**config.mk**
```make
export PLATFORM = sky130hd
export DESIGN_NAME = rv32e_alu_core
export DESIGN_NICKNAME = d
export VERILOG_FILES = /design/src/rv32e_pkg.sv /design/src/decode_stage.sv /design/src/exec_stage.sv /design/src/inst_queue.sv /design/src/reg_file.sv /design/src/retire_stage.sv /design/src/rv32e_alu_core.sv
export VERILOG_INCLUDE_DIRS = /design/src
export SDC_FILE = /design/constraint.sdc
export NUM_CORES = 2
export LEC_CHECK = 0
export BUFFER_PORTS_ARGS = -buffer_cell sky130_fd_sc_hd__buf_2
export CELL_PAD_IN_SITES_DETAIL_PLACEMENT = 0
export CELL_PAD_IN_SITES_GLOBAL_PLACEMENT = 1
export CORE_ASPECT_RATIO = 2
export CORE_MARGIN = 3
export CORE_UTILIZATION = 31
export DETAILED_ROUTE_END_ITERATION = 16
export PLACE_DENSITY = 0.5
export SLEW_MARGIN = 30
export SYNTH_ARGS = -nofsm -noshare
export SYNTH_HDL_FRONTEND = slang
export SYNTH_SLANG_ARGS = --single-unit
```
**constraint.sdc**
```tcl
create_clock -name clk -period 6.95 [get_ports clk]
set_clock_uncertainty 0.15 [all_clocks]
set_input_delay 1.39 -clock clk [delete_from_list [all_inputs] [get_ports clk]]
set_output_delay 1.39 -clock clk [all_outputs]
set_load 0.05 [all_outputs]
```
**src/rv32e_macros.svh**
```systemverilog
`ifndef RV32E_MACROS_SVH
`define RV32E_MACROS_SVH

`define XLEN            32
`define REG_IDX_W       4
`define QUEUE_DEPTH     4 // Also the producer's initial credits
`define RETIRE_CREDITS  4

// Supported opcodes
`define OPC_OP_IMM      7'b0010011
`define OPC_OP          7'b0110011
`define OPC_LUI         7'b0110111
`define OPC_AUIPC       7'b0010111

// ALU codes are {funct7[5], funct3}
`define ALU_ADD         4'b0000
`define ALU_SLL         4'b0001
`define ALU_SLT         4'b0010
`define ALU_SLTU        4'b0011
`define ALU_XOR         4'b0100
`define ALU_SRL         4'b0101
`define ALU_OR          4'b0110
`define ALU_AND         4'b0111
`define ALU_SUB         4'b1000
`define ALU_SRA         4'b1101

`endif

```
**src/rv32e_pkg.sv**
```systemverilog
`default_nettype none

`include "rv32e_macros.svh"

package rv32e_pkg;

	typedef logic [`XLEN-1:0]      word_t; // Data word or pc
	typedef logic [31:0]           inst_t;
	typedef logic [`REG_IDX_W-1:0] reg_idx_t;
	typedef logic [3:0]            alu_op_t;

	// Queue entry from the producer
	typedef struct packed {
		word_t pc;
		inst_t inst;
	} fetch_pkt_t;

	// Decode to execute
	typedef struct packed {
		word_t    pc;
		reg_idx_t rd;
		word_t    op_a;
		word_t    op_b;
		alu_op_t  alu_op;
		logic     reg_write;
		logic     illegal;
	} ex_pkt_t;

	// Execute to writeback, also the retire record
	typedef struct packed {
		word_t    pc;
		reg_idx_t rd;
		word_t    result;
		logic     reg_write;
		logic     illegal;
	} retire_pkt_t;

endpackage

`default_nettype wire

```
**src/decode_stage.sv**
```systemverilog
`timescale 1ns/1ps
`default_nettype none

`include "rv32e_macros.svh"

module decode_stage (
	input  wire                    head_valid,
	input  rv32e_pkg::fetch_pkt_t  head_pkt,
	input  rv32e_pkg::word_t       rs1_data,
	input  rv32e_pkg::word_t       rs2_data,
	input  rv32e_pkg::reg_idx_t    ex_busy_rd,
	input  wire                    ex_busy_valid,
	input  rv32e_pkg::reg_idx_t    wb_busy_rd,
	input  wire                    wb_busy_valid,
	input  wire                    advance,
	output rv32e_pkg::reg_idx_t    rs1_idx,
	output rv32e_pkg::reg_idx_t    rs2_idx,
	output logic                   pop,
	output logic                   issue_valid,
	output rv32e_pkg::ex_pkt_t     issue_pkt
);
	rv32e_pkg::inst_t inst;
	logic [6:0]       opcode;
	logic [2:0]       funct3;
	logic             funct7_5;
	rv32e_pkg::word_t imm;
	logic             use_rs1;
	logic             use_rs2;
	logic             rs1_raw;
	logic             rs2_raw;
	logic             hazard;

	assign inst     = head_pkt.inst;
	assign opcode   = inst[6:0];
	assign funct3   = inst[14:12];
	assign funct7_5 = inst[30];
	assign rs1_idx  = inst[18:15]; // Bit 4 of each field is checked below
	assign rs2_idx  = inst[23:20];

	always_comb begin
		imm                 = '0;
		use_rs1             = 1'b0;
		use_rs2             = 1'b0;
		issue_pkt.pc        = head_pkt.pc;
		issue_pkt.rd        = inst[10:7];
		issue_pkt.op_a      = rs1_data;
		issue_pkt.op_b      = rs2_data;
		issue_pkt.alu_op    = `ALU_ADD;
		issue_pkt.reg_write = 1'b1;
		issue_pkt.illegal   = inst[11]; // rd out of x0..x15
		case (opcode)
			`OPC_OP_IMM: begin
				imm              = {{20{inst[31]}}, inst[31:20]};
				use_rs1          = 1'b1;
				issue_pkt.op_b   = imm;
				issue_pkt.alu_op = {(funct3 == 3'b101) ? funct7_5 : 1'b0, funct3}; // SRAI only
				issue_pkt.illegal = inst[11] | inst[19];
			end
			`OPC_OP: begin
				use_rs1          = 1'b1;
				use_rs2          = 1'b1;
				issue_pkt.alu_op = {funct7_5, funct3};
				// funct7[5] is only defined for SUB and SRA
				issue_pkt.illegal = inst[11] | inst[19] | inst[24] |
					(funct7_5 && funct3 != 3'b000 && funct3 != 3'b101);
			end
			`OPC_LUI: begin
				imm            = {inst[31:12], 12'b0};
				issue_pkt.op_a = '0;
				issue_pkt.op_b = imm;
			end
			`OPC_AUIPC: begin
				imm            = {inst[31:12], 12'b0};
				issue_pkt.op_a = head_pkt.pc;
				issue_pkt.op_b = imm;
			end
			default: begin
				issue_pkt.illegal = 1'b1;
			end
		endcase
		if (issue_pkt.illegal) begin
			issue_pkt.reg_write = 1'b0; // Illegal retires without a write
		end
	end

	// No forwarding, wait until the producer has retired
	assign rs1_raw = use_rs1 && (|rs1_idx) &&
		((ex_busy_valid && ex_busy_rd == rs1_idx) || (wb_busy_valid && wb_busy_rd == rs1_idx));
	assign rs2_raw = use_rs2 && (|rs2_idx) &&
		((ex_busy_valid && ex_busy_rd == rs2_idx) || (wb_busy_valid && wb_busy_rd == rs2_idx));
	assign hazard  = rs1_raw || rs2_raw;

	assign issue_valid = head_valid && !hazard && advance;
	assign pop         = issue_valid;

endmodule

`default_nettype wire

```
**src/exec_stage.sv**
```systemverilog
`timescale 1ns/1ps
`default_nettype none

`include "rv32e_macros.svh"

module exec_stage (
	input  wire                      clk,
	input  wire                      rst_n,
	input  wire                      advance,
	input  wire                      issue_valid,
	input  rv32e_pkg::ex_pkt_t       issue_pkt,
	output logic                     ex_valid,
	output rv32e_pkg::retire_pkt_t   ex_result,
	output rv32e_pkg::reg_idx_t      ex_busy_rd,
	output logic                     ex_busy_valid
);
	rv32e_pkg::ex_pkt_t ex_pkt;
	rv32e_pkg::word_t   result;
	logic [4:0]         shamt;

	always_ff @(posedge clk) begin
		if (!rst_n) begin
			ex_valid <= 1'b0;
		end else if (advance) begin
			ex_valid <= issue_valid;
		end
	end

	always_ff @(posedge clk) begin
		if (advance) begin
			ex_pkt <= issue_pkt;
		end
	end

	assign shamt = ex_pkt.op_b[4:0];

	always_comb begin
		case (ex_pkt.alu_op)
			`ALU_ADD:  result = ex_pkt.op_a + ex_pkt.op_b;
			`ALU_SUB:  result = ex_pkt.op_a - ex_pkt.op_b;
			`ALU_SLL:  result = ex_pkt.op_a << shamt;
			`ALU_SLT:  result = {31'b0, $signed(ex_pkt.op_a) < $signed(ex_pkt.op_b)};
			`ALU_SLTU: result = {31'b0, ex_pkt.op_a < ex_pkt.op_b};
			`ALU_XOR:  result = ex_pkt.op_a ^ ex_pkt.op_b;
			`ALU_SRL:  result = ex_pkt.op_a >> shamt;
			`ALU_SRA:  result = $signed(ex_pkt.op_a) >>> shamt;
			`ALU_OR:   result = ex_pkt.op_a | ex_pkt.op_b;
			`ALU_AND:  result = ex_pkt.op_a & ex_pkt.op_b;
			default:   result = '0; // Only reached by illegal packets
		endcase
	end

	assign ex_result     = '{ex_pkt.pc, ex_pkt.rd, result, ex_pkt.reg_write, ex_pkt.illegal};
	assign ex_busy_rd    = ex_pkt.rd;
	assign ex_busy_valid = ex_valid && ex_pkt.reg_write && (ex_pkt.rd != '0);

	// Decode only passes defined ALU codes for legal instructions
	assert property (@(posedge clk) disable iff (!rst_n)
		(ex_valid && !ex_pkt.illegal) |-> ex_pkt.alu_op inside {`ALU_ADD, `ALU_SUB,
			`ALU_SLL, `ALU_SLT, `ALU_SLTU, `ALU_XOR, `ALU_SRL, `ALU_SRA, `ALU_OR, `ALU_AND})
		else $error("exec_stage: unknown alu_op on a legal instruction");

endmodule

`default_nettype wire

```
**src/inst_queue.sv**
```systemverilog
`timescale 1ns/1ps
`default_nettype none

`include "rv32e_macros.svh"

module inst_queue (
	input  wire                    clk,
	input  wire                    rst_n,
	input  wire                    inst_valid,
	input  rv32e_pkg::fetch_pkt_t  inst_pkt,
	input  wire                    pop,
	output logic                   inst_credit,
	output logic                   head_valid,
	output rv32e_pkg::fetch_pkt_t  head_pkt
);
	localparam int PTR_W = $clog2(`QUEUE_DEPTH);
	localparam int CNT_W = $clog2(`QUEUE_DEPTH + 1);

	rv32e_pkg::fetch_pkt_t mem [`QUEUE_DEPTH];
	logic [PTR_W-1:0] wr_ptr;
	logic [PTR_W-1:0] rd_ptr;
	logic [CNT_W-1:0] count;
	logic             full;

	assign full       = (count == CNT_W'(`QUEUE_DEPTH));
	assign head_valid = (count != '0);
	assign head_pkt   = mem[rd_ptr];

	always_ff @(posedge clk) begin
		if (inst_valid) begin
			mem[wr_ptr] <= inst_pkt; // Payload, no reset
		end
	end

	always_ff @(posedge clk) begin
		if (!rst_n) begin
			wr_ptr      <= '0;
			rd_ptr      <= '0;
			count       <= '0;
			inst_credit <= 1'b0;
		end else begin
			inst_credit <= pop; // Credit goes back one clock after the pop
			if (inst_valid) begin
				wr_ptr <= (wr_ptr == PTR_W'(`QUEUE_DEPTH - 1)) ? '0 : wr_ptr + 1'b1;
			end
			if (pop) begin
				rd_ptr <= (rd_ptr == PTR_W'(`QUEUE_DEPTH - 1)) ? '0 : rd_ptr + 1'b1;
			end
			count <= count + CNT_W'(inst_valid) - CNT_W'(pop);
		end
	end

	// Producer must hold a credit, so it never writes into a full queue
	assert property (@(posedge clk) disable iff (!rst_n) inst_valid |-> !full)
		else $error("inst_queue: write while full");

	// Decode pops only a valid head
	assert property (@(posedge clk) disable iff (!rst_n) pop |-> head_valid)
		else $error("inst_queue: pop while empty");

endmodule

`default_nettype wire

```
**src/reg_file.sv**
```systemverilog
`timescale 1ns/1ps
`default_nettype none

`include "rv32e_macros.svh"

module reg_file (
	input  wire                  clk,
	input  rv32e_pkg::reg_idx_t  rs1_idx,
	input  rv32e_pkg::reg_idx_t  rs2_idx,
	input  wire                  wr_en,
	input  rv32e_pkg::reg_idx_t  wr_idx,
	input  rv32e_pkg::word_t     wr_data,
	output rv32e_pkg::word_t     rs1_data,
	output rv32e_pkg::word_t     rs2_data
);
	rv32e_pkg::word_t regs [1:(1 << `REG_IDX_W) - 1]; // x0 has no storage

	always_ff @(posedge clk) begin
		if (wr_en && wr_idx != '0) begin
			regs[wr_idx] <= wr_data;
		end
	end

	// No write bypass, new data shows after the edge
	assign rs1_data = (rs1_idx == '0) ? '0 : regs[rs1_idx];
	assign rs2_data = (rs2_idx == '0) ? '0 : regs[rs2_idx];

endmodule

`default_nettype wire

```
**src/retire_stage.sv**
```systemverilog
`timescale 1ns/1ps
`default_nettype none

`include "rv32e_macros.svh"

module retire_stage (
	input  wire                      clk,
	input  wire                      rst_n,
	input  wire                      ex_valid,
	input  rv32e_pkg::retire_pkt_t   ex_result,
	input  wire                      retire_credit,
	output logic                     advance,
	output logic                     retire_valid,
	output rv32e_pkg::retire_pkt_t   retire_pkt,
	output logic                     wr_en,
	output rv32e_pkg::reg_idx_t      wr_idx,
	output rv32e_pkg::word_t         wr_data,
	output rv32e_pkg::reg_idx_t      wb_busy_rd,
	output logic                     wb_busy_valid
);
	localparam int CNT_W = $clog2(`RETIRE_CREDITS + 1);

	logic                   wb_valid;
	rv32e_pkg::retire_pkt_t wb_pkt;
	logic [CNT_W-1:0]       credit_cnt;
	logic                   fire;

	assign fire    = wb_valid && (credit_cnt != '0);
	assign advance = !wb_valid || fire; // Whole pipe moves on this

	always_ff @(posedge clk) begin
		if (!rst_n) begin
			wb_valid   <= 1'b0;
			credit_cnt <= CNT_W'(`RETIRE_CREDITS);
		end else begin
			if (advance) begin
				wb_valid <= ex_valid;
			end
			credit_cnt <= credit_cnt - CNT_W'(fire) + CNT_W'(retire_credit);
		end
	end

	always_ff @(posedge clk) begin
		if (advance) begin
			wb_pkt <= ex_result;
		end
	end

	assign retire_valid  = fire;
	assign retire_pkt    = wb_pkt;
	assign wr_en         = fire && wb_pkt.reg_write && (wb_pkt.rd != '0);
	assign wr_idx        = wb_pkt.rd;
	assign wr_data       = wb_pkt.result;
	assign wb_busy_rd    = wb_pkt.rd;
	assign wb_busy_valid = wb_valid && wb_pkt.reg_write && (wb_pkt.rd != '0);

	// Execute holds its packet while writeback is stalled
	assert property (@(posedge clk) disable iff (!rst_n)
		(ex_valid && !advance) |=> (ex_valid && $stable(ex_result)))
		else $error("retire_stage: execute packet changed during a stall");

	// Consumer never returns more credits than it was given
	assert property (@(posedge clk) disable iff (!rst_n)
		retire_credit |-> (credit_cnt < CNT_W'(`RETIRE_CREDITS)) || retire_valid)
		else $error("retire_stage: credit counter overflow");

endmodule

`default_nettype wire

```
**src/rv32e_alu_core.sv**
```systemverilog
`timescale 1ns/1ps
`default_nettype none

`include "rv32e_macros.svh"

module rv32e_alu_core (
	input  wire                      clk,
	input  wire                      rst_n,
	input  wire                      inst_valid,
	input  rv32e_pkg::fetch_pkt_t    inst_pkt,
	input  wire                      retire_credit,
	output logic                     inst_credit,
	output logic                     retire_valid,
	output rv32e_pkg::retire_pkt_t   retire_pkt
);
	logic                   head_valid;
	rv32e_pkg::fetch_pkt_t  head_pkt;
	logic                   pop;
	rv32e_pkg::reg_idx_t    rs1_idx;
	rv32e_pkg::reg_idx_t    rs2_idx;
	rv32e_pkg::word_t       rs1_data;
	rv32e_pkg::word_t       rs2_data;
	logic                   issue_valid;
	rv32e_pkg::ex_pkt_t     issue_pkt;
	logic                   ex_valid;
	rv32e_pkg::retire_pkt_t ex_result;
	rv32e_pkg::reg_idx_t    ex_busy_rd;
	logic                   ex_busy_valid;
	rv32e_pkg::reg_idx_t    wb_busy_rd;
	logic                   wb_busy_valid;
	logic                   advance;
	logic                   wr_en;
	rv32e_pkg::reg_idx_t    wr_idx;
	rv32e_pkg::word_t       wr_data;

	inst_queue u_queue (
		.clk(clk), .rst_n(rst_n),
		.inst_valid(inst_valid), .inst_pkt(inst_pkt), .pop(pop),
		.inst_credit(inst_credit), .head_valid(head_valid), .head_pkt(head_pkt)
	);

	decode_stage u_decode (
		.head_valid(head_valid), .head_pkt(head_pkt),
		.rs1_data(rs1_data), .rs2_data(rs2_data),
		.ex_busy_rd(ex_busy_rd), .ex_busy_valid(ex_busy_valid),
		.wb_busy_rd(wb_busy_rd), .wb_busy_valid(wb_busy_valid),
		.advance(advance), .rs1_idx(rs1_idx), .rs2_idx(rs2_idx),
		.pop(pop), .issue_valid(issue_valid), .issue_pkt(issue_pkt)
	);

	reg_file u_regs (
		.clk(clk), .rs1_idx(rs1_idx), .rs2_idx(rs2_idx),
		.wr_en(wr_en), .wr_idx(wr_idx), .wr_data(wr_data),
		.rs1_data(rs1_data), .rs2_data(rs2_data)
	);

	exec_stage u_exec (
		.clk(clk), .rst_n(rst_n), .advance(advance),
		.issue_valid(issue_valid), .issue_pkt(issue_pkt),
		.ex_valid(ex_valid), .ex_result(ex_result),
		.ex_busy_rd(ex_busy_rd), .ex_busy_valid(ex_busy_valid)
	);

	retire_stage u_retire (
		.clk(clk), .rst_n(rst_n),
		.ex_valid(ex_valid), .ex_result(ex_result), .retire_credit(retire_credit),
		.advance(advance), .retire_valid(retire_valid), .retire_pkt(retire_pkt),
		.wr_en(wr_en), .wr_idx(wr_idx), .wr_data(wr_data),
		.wb_busy_rd(wb_busy_rd), .wb_busy_valid(wb_busy_valid)
	);

endmodule

`default_nettype wire

```
Word level (Yosys, flattened, before mapping)
Memories as Yosys holds them, arrays and structs flattened. A register that Yosys moved wholly into a read port is not among the register bits.
Cells that the tools add are included.

word-level totals
  bits in registers = 189
  input bits = 68
  memories = 2
  output and inout port bits = 72
  memory bits (writable) = 736
  ROM bits = 0
  latch bits = 0

memory list
  memory       depth  width  read ports  clocked after Yosys merged registers in  wr ports  line              source
  u_regs.regs  15     32     2           0                                        1         reg_file.sv:16    rv32e_pkg::word_t regs [1:(1 << `REG_IDX_W) - 1];
  u_queue.mem  4      64     1           1                                        1         inst_queue.sv:19  rv32e_pkg::fetch_pkt_t mem [`QUEUE_DEPTH];

operators by class
  eq/ne operators = 21
  add/subtract/negate cells = 8
  multiply operators = 0
  bitwise operators = 6
  shifts and indexed selects = 3
  div/mod/pow operators = 0
  $lt $le $gt $ge = 2
  reductions and logical operators = 38
  multiplexer cells = 19

operator list
  operator            number
  $pmux 32 s10        1
  $pmux 32 s2         2
  $lt 32x32->1        2
  $mux 32             2
  $add 32x32->32      1
  $and 32x32->32      1
  $or 32x32->32       1
  $shl 32x5->32       1
  $shr 32x5->32       1
  $sshr 32x5->32      1
  $sub 32x32->32      1
  $xor 32x32->32      1
  $logic_and 1x1->1   20
  $eq 4x3->1 const B  4
  $eq 4x4->1          4
  $eq 7x5->1 const B  2
  $eq 7x6->1 const B  2
  $logic_not 4->1     3
  $reduce_bool 3->1   3
  $eq 4x2->1 const B  2
  $eq 4x4->1 const B  2
  $mux 1              8
  $mux 2              4
  $pmux 4 s2          1
  other kinds (14)    27

Logic depth before layout (Yosys ltp)
  depth in word-level cells = 11
  depth in mapped cells = 17
  depth with buffers taken out = 14

Cells and area by module
A second synthesis with hierarchy kept.

second synthesis, totals
  cell total of the unflattened synthesis = 3409
  area total of the unflattened synthesis = 47903.4 sq um

by module, submodules not included
  module        times used  cells each  area each (sq um)  sequential area each (sq um)
  reg_file      1           1258        21882.2            14413.8
  exec_stage    1           1375        11967.7            3203.1
  inst_queue    1           378         9781.9             7887.6
  retire_stage  1           135         2632.5             2182.1
  decode_stage  1           263         1639.1             0.0

Worst setup path after synthesis
Ideal clock, no wire load.

  kind = reg2reg
  from = register u_retire.credit_cnt[1]
  to = register u_queue.count[1]
  period minus slack after synthesis = 6.139 ns
  path buffers = 0
  stages on the path, launching flop included = 11
  data required time = 6.685 ns
  arrival time = 5.874 ns
  setup slack = 0.811 ns
  library setup time = 0.115 ns
  cell sequence = dfxtp_1 > nor3_1 > nand2_1 > o31ai_1 > a21o_1 > inv_1 > ha_1 > inv_1 > ha_1 > fa_1 > and2_1

between the ends
  word-level cells in the longest chain between the ends = 5

ends and longest elaborated chain
  item                      line                  source
  start: declaration        retire_stage.sv:25    logic [CNT_W-1:0] credit_cnt;
  start signal: assignment  retire_stage.sv:34    credit_cnt <= CNT_W'(`RETIRE_CREDITS);
  start signal: assignment  retire_stage.sv:39    credit_cnt <= credit_cnt - CNT_W'(fire) + CNT_W'(retire_credit);
  $reduce_bool 3->1         retire_stage.sv:28    assign fire = wb_valid && (credit_cnt != '0);
  $logic_and 1x1->1         retire_stage.sv:28
  $logic_or 1x1->1          retire_stage.sv:29    assign advance = !wb_valid || fire;
  $logic_and 1x1->1         decode_stage.sv:93    assign issue_valid = head_valid && !hazard && advance;
  net issue_valid           rv32e_alu_core.sv:23  logic issue_valid;
  $sub 3x1->3               inst_queue.sv:49      count <= count + CNT_W'(inst_valid) - CNT_W'(pop);
  end signal: assignment    inst_queue.sv:49
  end: declaration          inst_queue.sv:22      logic [CNT_W-1:0] count;

The timed path passes the listed nets, and every way through them passes these cells.
A chain may end at the register's enable or synchronous reset.

==> key figures <==
Run status
  – Run status: complete, no violations

Setup path
  – CP Max Fanout: 41
  – Worst path cell trace: buf_4 > buf_4 > mux4_2 > nor2_1 > a21oi_1 > a21boi_0 > o221ai_1 > a222oi_1 > nand2_1
  – CP dominant cell by count: buf_4
  – Worst R2R Start: u_exec.ex_pkt[6]$_DFFE_PN_
  – Crit path from: u_exec.ex_pkt[6]$_DFFE_PN_
  – CP max-delay cell: a21boi_0
  – Kind of end point of the critical path: flop
  – Critical path arrival: 5240 ps
  – Req. time, crit path: 7230 ps
  – Kind of critical path: flop to flop
  – CP Launch Type: flop
  – CP max stage delay: 890 ps

Drt
  – DR pass1 iterations: 5
  – Detailed-route DRC error count: 0
  – Via-to-Cell Ratio: 5.701
  – Routed Antenna Nets: 0
  – Routed len/inst: 33.15 um
  – Final wirelength: 174.4 mm
  – Vias: 29990
  – DR iter-0 viols: 2763

Synth
  – Yosys reg bits: 927
  – Post-Syn Nets: 3361
  – Syn Inst Count: 3180
  – Share of the synthesized area in the top cell type: 58.61%
  – Async S/R FF share, synth: 0%
  – Post-synth top cells: 912 x edfxtp_1, 292 x mux4_2, 260 x nor2_1
  – Cell Area, Synth: 0.04673 sq mm
  – Post-synth top area cell: edfxtp_1
  – Synth Flop Type: edfxtp_1
  – Most numerous cell in the Yosys netlist: edfxtp_1
  – Sequential fraction of the synthesis area: 59.25%
  – Ranking of synthesized cells by area: edfxtp_1 59%, mux4_2 14%, mux2i_1 3.8%, ha_1 2.9%, a211oi_1 2.3%
  – Number of flops mapped to enable cells by yosys: 912
  – Syn_area_per_cell: 14.69 sq um
  – Warnings from Yosys: 0
  – Distinct cell type count after synthesis: 84

Hold path
  – Hold Startpoint: u_exec.ex_result[40]$_DFFE_PN_
  – Class of the worst hold path: flop to flop

CTS
  – Post-cts resize count: 0
  – # hold bufs at CTS: 0
  – Clk slew on worst S/H paths: 70 ps
  – TritonCTS clock tree: done
  – Root buf cell: clkbuf_16
  – H-Tree Depth: 3
  – Setup Fix Bufs, Post-CTS: 0
  – CTS sink cnt: 927
  – Total CTS buffers: 89
  – Clk Latency, worst-skew pair: 700 ps
  – Worst-case clock buffer depth: 3

Power
  – Pwr per Cell Area: 528.3 mW/mm^2
  – Peak supply drop: 0.3092 mV
  – P_leak: 18.03 nW

Job
  – Max Cap Viol: 0

Global routing
  – GRT Overall Usage: 22.22%
  – Largest net degree at the start of global routing: 150
  – Initial antenna violation count: 8
  – Vias in the first global route: 31590
  – GR Overflow Total: 0
  – First-pass GRT wire length: 244.7 mm

STA
  – Ratio of final minimum period to clock period: 71.26%
  – Unrepaired setup endpoints after global routing: no
  – Fin crit period: 4952 ps
  – Setup tns final: 0 ps
  – Fin. Hold Viols: 0
  – Final Setup Violations: 0
  – Worst-margin pin slew: 1130 ps
  – Max-slew headroom: 24.68%
  – Count of pins over their slew limit: 0
  – Fmax: 201.9 MHz

Die
  – Core Region: 0.1491 sq mm
  – I/O pin count: 140
  – Initial core utilization: 31.33%
  – Rows: 200
  – Die H: 555.1 um
  – Die Wd: 280.5 um
  – Die footprint: 0.1557 sq mm

Final layout
  – Filler cell count: 14190
  – Multi-input gate area: 0.01780 sq mm
  – Area growth syn-to-layout: 13.26%
  – Fin cells: 5260
  – Final Net Count: 3443
  – Storage cell area: 0.02769 sq mm
  – Layout cells sized above 1: 21.68%

Placement
  – RePlAce Congestion: 0.9816
  – IO buf count: 139
  – Hpwl dp: 117.3 mm
  – Cells after DPL: 5087
[flip-flops by register name (all words and copies together), names as in the netlist, 2 cells and up, named ones only]
register and flops:
u_exec.ex_busy_rd 4, u_exec.ex_pkt 68, u_exec.ex_result 34, u_queue.count 3
u_queue.mem 256, u_queue.rd_ptr 2, u_queue.wr_ptr 2, u_regs.regs 480
u_retire.credit_cnt 3, u_retire.retire_pkt 34, u_retire.wb_busy_rd 4, u_retire.wr_data 32
[critical path, delay by kind of cell (launching register included)]
kind,cells,cell delay [ps]
AO/OA/AOI/OAI,4,1970
AND/OR/NAND/NOR,2,410
flip-flops,1,440
buffers and inverters,2,1110
multiplexers,1,600
[cell families (layout without fill, tap and decap cells)]
kind of cell | count (synthesis) | count (layout) | share of synthesized area, %
AOI/OAI and AO/OA | 732 | 732 | 10.61
xor gates and xnor gates | 28 | 28 | 0.5248
adders and majority gates | 113 | 113 | 3.090
DFF | 927 | 927 | 59.25
and+or+nand+nor | 551 | 551 | 5.296
other | 0 | 2 | 0
muxes | 480 | 480 | 18.13
buffers and inverters | 349 | 508 | 3.101
[area by class of cell]
type                    count  share of cell area [%]
diodes                      2                0.009456
clock buffers             108                   4.601
clock inverters            60                   1.265
inverters                 112                  0.7943
multi-input cells        1904                   33.64
flip-flops and latches    927                   52.33
well taps                1919                   4.537
repair buffers            228                   2.830
[routing by layer]
metal / global-route usage (%) / part of all wire, % / vias up
met5: 0 / 0 / -
met4: 13.90 / 7.3 / 0
met3: 2.959 / 4.2 / 374
met2: 40.66 / 53 / 1055
met1: 24.01 / 35 / 15640
li1: - / - / 12920
[placed cells by master, fill, tap and decap left out, drive strengths merged, types with 17 or more instances in the layout]
| master | instances |
|---|---|
| nor3 | 52 |
| a221o | 24 |
| a31oi | 19 |
| buf | 228 |
| o211ai | 22 |
| nand3 | 31 |
| ha | 109 |
| edfxtp | 912 |
| inv | 117 |
| a21o | 17 |
| mux4 | 292 |
| o21ai | 111 |
| clkinv | 38 |
| and2 | 18 |
| a21oi | 199 |
| mux2i | 179 |
| clkbuf | 108 |
| nand2 | 107 |
| a22o | 45 |
| a211oi | 143 |
| nor2 | 261 |
[metrics by stage]
| stage | utilization, % | hold WS (ps) | power (mW) | worst slack (ps) | instance area [sq um] |
|---|---|---|---|---|---|
| CTS | 35.42 | 271.1 | 28.02 | 2121 | 52830 |
| global placement | 33.32 | 254.0 | 22.82 | 2061 | 49700 |
| global route | 35.48 | 276.8 | 29.22 | 1934 | 52920 |
| floorplan | - | 250.3 | 17.28 | 810.8 | 46730 |
| finish | 35.49 | 269.5 | 27.96 | 1998 | 52920 |
| detailed placement | 33.34 | 254.5 | 22.79 | 2114 | 49720 |
[power by group]
group          switching (mW)  total (mW)  internal (mW)
Combinational            9.34        14.2           4.87
Clock                    2.29        5.14           2.85
Sequential               1.11        8.61           7.50
Total                    12.7        28.0           15.2
[path summary, 6_finish.rpt]
kind | endpoint | slack (ps) | depth (start not counted)
max reg2reg | u_retire.wr_data[24]$_DFFE_PN_ | 2000 | 9
min reg2reg | u_retire.retire_pkt[40]$_DFFE_PN_ | 270 | 0
min | u_retire.retire_pkt[40]$_DFFE_PN_ | 270 | 0
max | u_retire.wr_data[24]$_DFFE_PN_ | 2000 | 9
Note: power is estimated with default switching activity, not from simulation.
